## src/source/ahb_apb_pkg.sv

```systemverilog
// Shared bus widths, address/data vector types, AHB transfer and APB state encodings
`default_nettype none

package ahb_apb_pkg;

  // ------------------------------------------------------------------------
  // Bus widths
  // ------------------------------------------------------------------------
  localparam int ADDR_W = 32;
  localparam int DATA_W = 32;

  typedef logic [ADDR_W-1:0] addr_t;
  typedef logic [DATA_W-1:0] data_t;

  // AHB htrans encoding
  typedef enum logic [1:0] {
    HTRANS_IDLE   = 2'b00,
    HTRANS_BUSY   = 2'b01,
    HTRANS_NONSEQ = 2'b10,
    HTRANS_SEQ    = 2'b11
  } htrans_e;

  // APB master phases
  typedef enum logic [1:0] {
    APB_IDLE   = 2'b00,
    APB_SETUP  = 2'b01,
    APB_ACCESS = 2'b10
  } apb_state_e;

endpackage

`default_nettype wire
```

## src/source/ahb_apb_bridge.sv

```systemverilog
// AHB-to-APB bridge top level connecting front end, address decode and APB master
`timescale 1ns/1ps
`default_nettype none

module ahb_apb_bridge #(
  parameter int                 NUM_SLAVES = 4,
  parameter ahb_apb_pkg::addr_t SLAVE_START [NUM_SLAVES] = '{
    32'h0000_0000, 32'h0000_1000, 32'h0001_0000, 32'h0002_0000
  },
  parameter ahb_apb_pkg::addr_t SLAVE_END   [NUM_SLAVES] = '{
    32'h0000_0FFF, 32'h0000_1FFF, 32'h0001_00FF, 32'h0002_FFFF
  }
) (
  input  wire logic                   hclk5,
  input  wire logic                   hreset_n5,
  // AHB slave side
  input  wire logic                   hsel,
  input  wire ahb_apb_pkg::addr_t     haddr,
  input  wire ahb_apb_pkg::htrans_e   htrans,
  input  wire logic                   hwrite,
  input  wire ahb_apb_pkg::data_t     hwdata,
  output logic                        hready,
  output ahb_apb_pkg::data_t          hrdata,
  // APB master side
  output ahb_apb_pkg::addr_t          paddr,
  output logic                        pwrite,
  output ahb_apb_pkg::data_t          pwdata,
  output logic                        penable,
  output logic [NUM_SLAVES-1:0]       psel,
  input  wire logic [NUM_SLAVES-1:0]  pready,
  input  wire ahb_apb_pkg::data_t     prdata [NUM_SLAVES]
);

  import ahb_apb_pkg::*;

  logic                  accept;
  addr_t                 addr_q;
  logic                  write_q;
  logic                  data_phase;
  logic [NUM_SLAVES-1:0] sel_q;
  logic                  done;
  data_t                 rdata_mux;

  // Write data is valid during the AHB data phase, which spans SETUP and ACCESS
  assign pwdata = hwdata;

  ahb_front u_ahb_front (
    .hclk5      (hclk5),
    .hreset_n5  (hreset_n5),
    .hsel       (hsel),
    .haddr      (haddr),
    .htrans     (htrans),
    .hwrite     (hwrite),
    .done       (done),
    .rdata_mux  (rdata_mux),
    .accept     (accept),
    .addr_q     (addr_q),
    .write_q    (write_q),
    .data_phase (data_phase),
    .hready     (hready),
    .hrdata     (hrdata)
  );

  apb_addr_decode #(
    .NUM_SLAVES  (NUM_SLAVES),
    .SLAVE_START (SLAVE_START),
    .SLAVE_END   (SLAVE_END)
  ) u_apb_addr_decode (
    .hclk5     (hclk5),
    .hreset_n5 (hreset_n5),
    .accept    (accept),
    .haddr     (haddr),
    .sel_q     (sel_q)
  );

  apb_master_fsm #(
    .NUM_SLAVES (NUM_SLAVES)
  ) u_apb_master_fsm (
    .hclk5      (hclk5),
    .hreset_n5  (hreset_n5),
    .data_phase (data_phase),
    .sel_q      (sel_q),
    .addr_q     (addr_q),
    .write_q    (write_q),
    .pready     (pready),
    .prdata     (prdata),
    .psel       (psel),
    .penable    (penable),
    .paddr      (paddr),
    .pwrite     (pwrite),
    .done       (done),
    .rdata_mux  (rdata_mux)
  );

endmodule

`default_nettype wire

```

## src/source/apb_master_fsm.sv

```systemverilog
// APB master state machine, APB address/control outputs and pready/prdata return mux
`timescale 1ns/1ps
`default_nettype none

module apb_master_fsm #(
  parameter int NUM_SLAVES = 4
) (
  input  wire logic                   hclk5,
  input  wire logic                   hreset_n5,
  input  wire logic                   data_phase,
  input  wire logic [NUM_SLAVES-1:0]  sel_q,
  input  wire ahb_apb_pkg::addr_t     addr_q,
  input  wire logic                   write_q,
  input  wire logic [NUM_SLAVES-1:0]  pready,
  input  wire ahb_apb_pkg::data_t     prdata [NUM_SLAVES],
  output logic [NUM_SLAVES-1:0]       psel,
  output logic                        penable,
  output ahb_apb_pkg::addr_t          paddr,
  output logic                        pwrite,
  output logic                        done,
  output ahb_apb_pkg::data_t          rdata_mux
);

  import ahb_apb_pkg::*;

  apb_state_e state;
  logic       pready_mux;

  // ------------------------------------------------------------------------
  // Return path from the selected slave
  // ------------------------------------------------------------------------
  assign pready_mux = |(psel & pready);

  // AND-OR mux, unselected slaves contribute zero
  always_comb begin
    rdata_mux = '0;
    for (int i = 0; i < NUM_SLAVES; i++) begin
      if (psel[i]) begin
        rdata_mux = rdata_mux | prdata[i];
      end
    end
  end

  // No slave selected means nobody can stall, so finish straight away
  assign done = (state == APB_ACCESS) && (pready_mux || (psel == '0));

  // ------------------------------------------------------------------------
  // IDLE -> SETUP -> ACCESS -> IDLE
  // ------------------------------------------------------------------------
  always_ff @(posedge hclk5 or negedge hreset_n5) begin
    if (!hreset_n5) begin
      state   <= APB_IDLE;
      psel    <= '0;
      penable <= 1'b0;
      paddr   <= '0;
      pwrite  <= 1'b0;
    end else begin
      case (state)
        APB_IDLE: begin
          if (data_phase) begin
            state  <= APB_SETUP;
            psel   <= sel_q;
            paddr  <= addr_q;
            pwrite <= write_q;
          end
        end

        APB_SETUP: begin
          state   <= APB_ACCESS;
          penable <= 1'b1;
        end

        APB_ACCESS: begin
          // Hold here while the slave inserts wait states
          if (done) begin
            state   <= APB_IDLE;
            psel    <= '0;
            penable <= 1'b0;
          end
        end

        default: begin
          state   <= APB_IDLE;
          psel    <= '0;
          penable <= 1'b0;
        end
      endcase
    end
  end

endmodule

`default_nettype wire

```

## src/source/apb_addr_decode.sv

```systemverilog
// Inclusive range decode of the AHB address into a registered one-hot APB select
`timescale 1ns/1ps
`default_nettype none

module apb_addr_decode #(
  parameter int                 NUM_SLAVES = 4,
  parameter ahb_apb_pkg::addr_t SLAVE_START [NUM_SLAVES] = '{default: '0},
  parameter ahb_apb_pkg::addr_t SLAVE_END   [NUM_SLAVES] = '{default: '0}
) (
  input  wire logic                   hclk5,
  input  wire logic                   hreset_n5,
  input  wire logic                   accept,
  input  wire ahb_apb_pkg::addr_t     haddr,
  output logic [NUM_SLAVES-1:0]       sel_q
);

  logic [NUM_SLAVES-1:0] hit;

  // ------------------------------------------------------------------------
  // Range compare, one comparator pair per slave
  // ------------------------------------------------------------------------
  for (genvar i = 0; i < NUM_SLAVES; i++) begin : g_range
    assign hit[i] = (haddr >= SLAVE_START[i]) && (haddr <= SLAVE_END[i]);
  end

  // Held for the whole transfer; an unmapped address leaves all bits low
  always_ff @(posedge hclk5 or negedge hreset_n5) begin
    if (!hreset_n5) begin
      sel_q <= '0;
    end else if (accept) begin
      sel_q <= hit;
    end
  end

endmodule

`default_nettype wire

```

## src/source/ahb_front.sv

```systemverilog
// AHB slave front end: transfer qualification, phase flags, address capture, read return
`timescale 1ns/1ps
`default_nettype none

module ahb_front (
  input  wire logic                hclk5,
  input  wire logic                hreset_n5,
  input  wire logic                hsel,
  input  wire ahb_apb_pkg::addr_t  haddr,
  input  wire ahb_apb_pkg::htrans_e htrans,
  input  wire logic                hwrite,
  input  wire logic                done,
  input  wire ahb_apb_pkg::data_t  rdata_mux,
  output logic                     accept,
  output ahb_apb_pkg::addr_t       addr_q,
  output logic                     write_q,
  output logic                     data_phase,
  output logic                     hready,
  output ahb_apb_pkg::data_t       hrdata
);

  import ahb_apb_pkg::*;

  logic addr_phase;
  logic valid_trans;

  // Only NONSEQ and SEQ carry a transfer; IDLE and BUSY are ignored
  assign valid_trans = hsel && ((htrans == HTRANS_NONSEQ) || (htrans == HTRANS_SEQ));

  // Address taken only while the bridge is free
  assign accept = valid_trans && addr_phase;

  // Wait states inserted from acceptance until APB completion
  assign hready = addr_phase;

  // ------------------------------------------------------------------------
  // Phase flags and captured transfer
  // ------------------------------------------------------------------------
  always_ff @(posedge hclk5 or negedge hreset_n5) begin
    if (!hreset_n5) begin
      addr_phase <= 1'b1;
      data_phase <= 1'b0;
      addr_q     <= '0;
      write_q    <= 1'b0;
      hrdata     <= '0;
    end else begin
      if (accept) begin
        addr_phase <= 1'b0;
        data_phase <= 1'b1;
        addr_q     <= haddr;
        write_q    <= hwrite;
      end
      // Completion never coincides with accept, hready is low then
      if (done) begin
        addr_phase <= 1'b1;
        data_phase <= 1'b0;
        hrdata     <= rdata_mux;
      end
    end
  end

endmodule

`default_nettype wire

```

## config.mk

```make
export PLATFORM = sky130hd
export DESIGN_NAME = ahb_apb_bridge
export DESIGN_NICKNAME = d
export VERILOG_FILES = /design/src/source/ahb_apb_pkg.sv /design/src/source/ahb_apb_bridge.sv /design/src/source/apb_master_fsm.sv /design/src/source/apb_addr_decode.sv /design/src/source/ahb_front.sv
export SDC_FILE = /design/constraint.sdc
export NUM_CORES = 1
export LEC_CHECK = 0
export ABC_AREA = 1
export BUFFER_PORTS_ARGS = -buffer_cell sky130_fd_sc_hd__buf_2
export CORE_AREA = 2 2 117 119
export DETAILED_ROUTE_END_ITERATION = 12
export DIE_AREA = 0 0 119 121
export GPL_TIMING_DRIVEN = 0
export PLACE_DENSITY_LB_ADDON = 0.2
export SYNTH_ARGS = -nofsm -noshare
export SYNTH_HDL_FRONTEND = slang
export SYNTH_SLANG_ARGS = --single-unit
```

## constraint.sdc

```tcl
create_clock -name hclk5 -period 4.5 [get_ports hclk5]
set_clock_uncertainty 0.2 [all_clocks]
set_input_delay 0.45 -clock hclk5 [delete_from_list [all_inputs] [get_ports hclk5]]
set_output_delay 0.45 -clock hclk5 [all_outputs]
set_load 0.1 [all_outputs]
```

Word level (Yosys, flattened, before mapping)
Cells that the tools add are included.
Word-level totals
  bits in registers: 111
  bits of input ports: 202
  output and inout bits: 103
  word-level logic and storage cells: 64
Cells by class
  order comparisons: 8
  equal/unequal tests: 6
  muxes and demuxes: 16
  bitwise gates (word level): 6
  reductions and logical operators: 17
Operator list (number)
  $mux W32: 4
  $or A32 B32 Y32: 3
  $ge A32 B1 Y1 const B: 1
  $ge A32 B13 Y1 const B: 1
  $ge A32 B17 Y1 const B: 1
  $ge A32 B18 Y1 const B: 1
  $le A32 B12 Y1 const B: 1
  $le A32 B13 Y1 const B: 1
  $le A32 B17 Y1 const B: 1
  $le A32 B18 Y1 const B: 1
  $pmux W4 S3: 1
  $mux W4: 2
  $logic_and A1 B1 Y1: 7
  $eq A2 B2 Y1 const B: 3
  $pmux W2 S3: 1
  $reduce_and A2 Y1: 3
  $mux W1: 5
  $and A4 B4 Y4: 1
  $logic_not A4 Y1: 1
  $mux W2: 2
  $ne A2 B2 Y1 const B: 2
  $reduce_or A4 Y1: 1
  $pmux W1 S3: 1
  $reduce_and A3 Y1: 1
  5 further kinds: 7

Longest topological paths before layout
  depth in word-level cells: 7
  gate-level depth with buffers: 10
  depth with buffers taken out: 7

Cells and area by module
Synthesis repeated with hierarchy kept, for this count alone.
Second synthesis, totals
  cells, all modules: 727
  area, all modules: 5445.2 um2
By module, submodules not included
  ahb_front: times used 1, cells an instance 284, area an instance 2581.2 um2, sequential area each 1677.9 um2
  apb_master_fsm: times used 1, cells an instance 359, area an instance 2329.7 um2, sequential area each 1001.0 um2
  apb_addr_decode: times used 1, cells an instance 52, area an instance 294.0 um2, sequential area each 100.1 um2
  ahb_apb_bridge: times used 1, cells an instance 32, area an instance 240.2 um2, sequential area each 0.0 um2

Worst setup path before layout
OpenSTA, ideal clock, no wires.
  path kind: register to register
  start point: reg u_apb_master_fsm.psel[1]
  end point: reg u_ahb_front.hrdata[25]
  setup time: 124 ps
  arrival: 1854 ps
  path slack: 2322 ps
  stages on the path, launching flop included: 11
  path buffers: 3
  period minus slack after synthesis: 2178 ps
  cell sequence: dfrtp_1 buf_4 nand2_1 nand2_1 nor2_2 nand2_1 nand2_2 buf_8 buf_12 nand2_2 o21ai_2
Between the ends
  word-level cells in the longest chain between the ends: 5
  elaborated cells on any way between the ends: 10
  those cells by class: 3 x mux; 3 x bitwise; 4 x reduce/logical
Ends and longest elaborated chain
  start, declared: RTL line apb_master_fsm.sv:16  | output logic [NUM_SLAVES-1:0] psel,
  start signal, assigned: RTL line apb_master_fsm.sv:62  | psel <= sel_q;
  $mux W32: RTL line apb_master_fsm.sv:38  | if (psel[i]) begin
  $or A32 B32 Y32: RTL line apb_master_fsm.sv:39  | rdata_mux = rdata_mux | prdata[i];
  $mux W32: RTL line apb_master_fsm.sv:38
  $or A32 B32 Y32: RTL line apb_master_fsm.sv:39
  $mux W32: RTL line apb_master_fsm.sv:38
  end signal, assigned: RTL line ahb_front.sv:57  | hrdata <= rdata_mux;
  end, declared: RTL line ahb_front.sv:19  | output ahb_apb_pkg::data_t hrdata
Parallel ways exist; a longest one is shown, timed or not.
A chain may end at the register's enable or synchronous reset.

Worst setup path after layout
  start point: reg u_ahb_front.addr_phase, in the netlist u_ahb_front.hready
  end point: out hready
RTL lines
  start, declared: RTL line ahb_front.sv:24  | logic addr_phase;
  start signal, assigned: RTL line ahb_front.sv:41  | addr_phase <= 1'b1;
  start signal, assigned: RTL line ahb_front.sv:48  | addr_phase <= 1'b0;
  start signal, assigned: RTL line ahb_front.sv:55  | addr_phase <= 1'b1;
  end, declared: RTL line ahb_apb_bridge.sv:22  | output logic hready,
No word-level cell between the ends.

==> impl_metrics.ini <==
[run_status]
status = completed

[floorplanning]
die_y_um = 121
rows = 42
start_util = 0.418
chipWidth_um = 119
io-pin-count = 305
dieArea_um2 = 14400
core_um2 = 13100

[layout]
most-common-layout-cells = nand2_1, buf_2, dfrtp_1
drive_gt1_frac = 0.395
final_common_cell = nand2_1
num-nets-final = 1169
fin_cells = 1149
syn_to_final_growth_pct = 35.7

[grt]
grt_antenna_before_repair = 3
overflow = 0
track_usage = 0.236
grt_pass1_vias = 5158
grt_pass1_wl_um = 26500
grt_max_degree = 82

[timing]
setup_viol = 0
tightest_slew_ns = 0.736
fin_crit_ns = 2.00
hold_violations = 0
setup_tns_ns = 0
rsz0062_at_grt = false
finalMaxSlewViolations = 0
fmax_mhz = 501
period_share = 0.443
max-slew-margin-rel = 0.509
holdWs_ns = 0.102

[power_and_ir_drop]
switchingPower_mw = 2.20
power.internal_mw = 2.22
p_per_area_nw_per_um2 = 594
p_leak_nw = 4.17
clockPowerShare = 0.199
p_comb_frac = 0.476
p_seq_frac = 0.325
ir_drop_mv = 0.592
switching_share = 0.498

[synthesis]
ys_seq_elements = 111
synth.net_count = 885
synth_area_um2 = 5480
synth_warnings = 0
seq_area_frac_synth = 0.508
syn_avg_cell_area_um2 = 8.02
synth_cells = 683
synth_cell_types = 23

[clocking]
cts_max_level = 3
cts_num_sinks = 111
cts-root-buf = clkbuf_16
cts.clk_slew.worst_paths_ns = 0.07
clock_latency_ns = 0.35
cts_tree = yes
clock_path_buffers = 2
numCtsBuffers = 9

[place]
dp.cells = 1131
io_buffer_count = 271
place_congestion = 0.827
dp_hpwl_um = 13000

[setup_path]
crit_path_start_kind = flop
crit_arrival_ns = 1.35
cp_top_family = flip-flops
end_kind = primary output
slowest_stage = dfstp_2
crit_chain = buf_2
reg2reg_slack_ns = 2.64
cpPeakStageDelay_ns = 0.56
crit_type = flop to primary output
worst-path-max-fanout = 3
cp.required_ns = 3.85
path_buf_inv = 1

[drt]
firstDrtPassIters = 4
wl_um = 16900
drt_iter0_markers = 302
route.detailed.drc = 0
viasPerCell = 4.69
routedWlPerCell_um = 14.7
ant_nets = 0
dr_total_vias = 5391

[job]
timing.max_cap.violations = 0

[min_path]
min-delay-path-class = input port to flop
[worst reg2reg max path: cells and delay by family (launching register included)]
kind,cells,cell delay (ns)
AO/OA/AOI/OAI,1,0.14
buffers and inverters,2,0.65
flip-flops,1,0.56
AND/OR/NAND/NOR,1,0.19
[cell type report]
type	instances	area [um2]
well taps	176	220
clock inverters	6	91.3
diodes	1	2.50
inverters	31	116
multi-input cells	472	2100
repair buffers	273	1400
clock buffers	10	239
flip-flops and latches	111	2780
plain buffers	69	480
fillers	1274	5660
[flip-flops by register name (all words and copies together) (netlist names), 2 cells and up]
register	count
u_ahb_front.addr_q	32
u_ahb_front.hrdata	32
u_apb_addr_decode.sel_q	4
u_apb_master_fsm.paddr	32
u_apb_master_fsm.psel	4
u_apb_master_fsm.state	2
[metrics by stage]
| step | power (mW) | utilization | instance area [um2] | worst slack [ns] |
|---|---|---|---|---|
| 2_1_floorplan | 3.11 | - | 5480 | 2.32 |
| 3_3_place_gp | 3.55 | 0.539 | 7050 | 1.40 |
| 3_5_place_dp | 3.57 | 0.541 | 7090 | 2.53 |
| 4_1_cts | 4.47 | 0.568 | 7430 | 2.48 |
| 5_1_grt | 4.66 | 0.568 | 7430 | 2.47 |
| 6_report | 4.41 | 0.568 | 7430 | 2.50 |
[final timing paths]
path,from,to,cells after the start
setup / recovery,u_ahb_front.hready,hready,1
hold / removal,haddr[1],u_ahb_front.addr_q[1],3
setup reg to reg,u_ahb_front.hready,u_ahb_front.addr_q[6],4
hold reg to reg,u_apb_master_fsm.penable,u_apb_master_fsm.penable,2
max in group asynchronous,hreset_n5,u_ahb_front.hready,3
min in group asynchronous,hreset_n5,u_ahb_front.hrdata[9],2
[cells by family (layout without fill, tap and decap cells)]
group | count (synthesis) | after routing | synth area share
buf+inv | 100 | 389 | 0.109
flops | 111 | 111 | 0.508
compound gates | 101 | 101 | 0.115
simple gates | 371 | 371 | 0.269
other cells | 0 | 1 | 0
[cells in the mapped netlist, drive strengths merged]
master / n / share of area
nand2: 311 / 0.22
dfrtp: 110 / 0.50
nand4: 2 / 0.0023
inv: 30 / 0.021
nand3: 36 / 0.033
nor2: 20 / 0.014
clkinv: 1 / 0.00068
o21ai: 68 / 0.084
buf: 52 / 0.076
clkbuf: 17 / 0.012
nor4: 1 / 0.0011
dfstp: 1 / 0.0048
nor3: 1 / 0.00091
a21oi: 32 / 0.029
a22oi: 1 / 0.0014
[layer usage]
metal / vias up / routed length [um] / share of wire / track usage
li1: 2691 / - / - / -
met1: 2471 / 7080 / 0.42 / 0.294
met2: 207 / 8380 / 0.50 / 0.410
met3: 20 / 1140 / 0.067 / 0.0489
met4: 2 / 301 / 0.018 / 0.0789
met5: - / 16 / 0.00095 / 0
[power by group through the flow]
stage	clock [mW]	combinational, mW	sequential (mW)
2_1_floorplan	0	0.698	2.41
3_3_place_gp	0	2.10	1.45
3_5_place_dp	0	2.12	1.45
4_1_cts	0.909	2.13	1.44
5_1_grt	0.940	2.24	1.47
6_report	0.880	2.10	1.44
[timing repair]
action | in CTS | in global routing
gates resized for setup | 0 | 0
hold endpoints to repair | 30 | 0
setup endpoints to repair | 0 | 0
hold buffers | 1 | 0
buffers inserted | 0 | 0
Power figures use the tool's default switching activity.
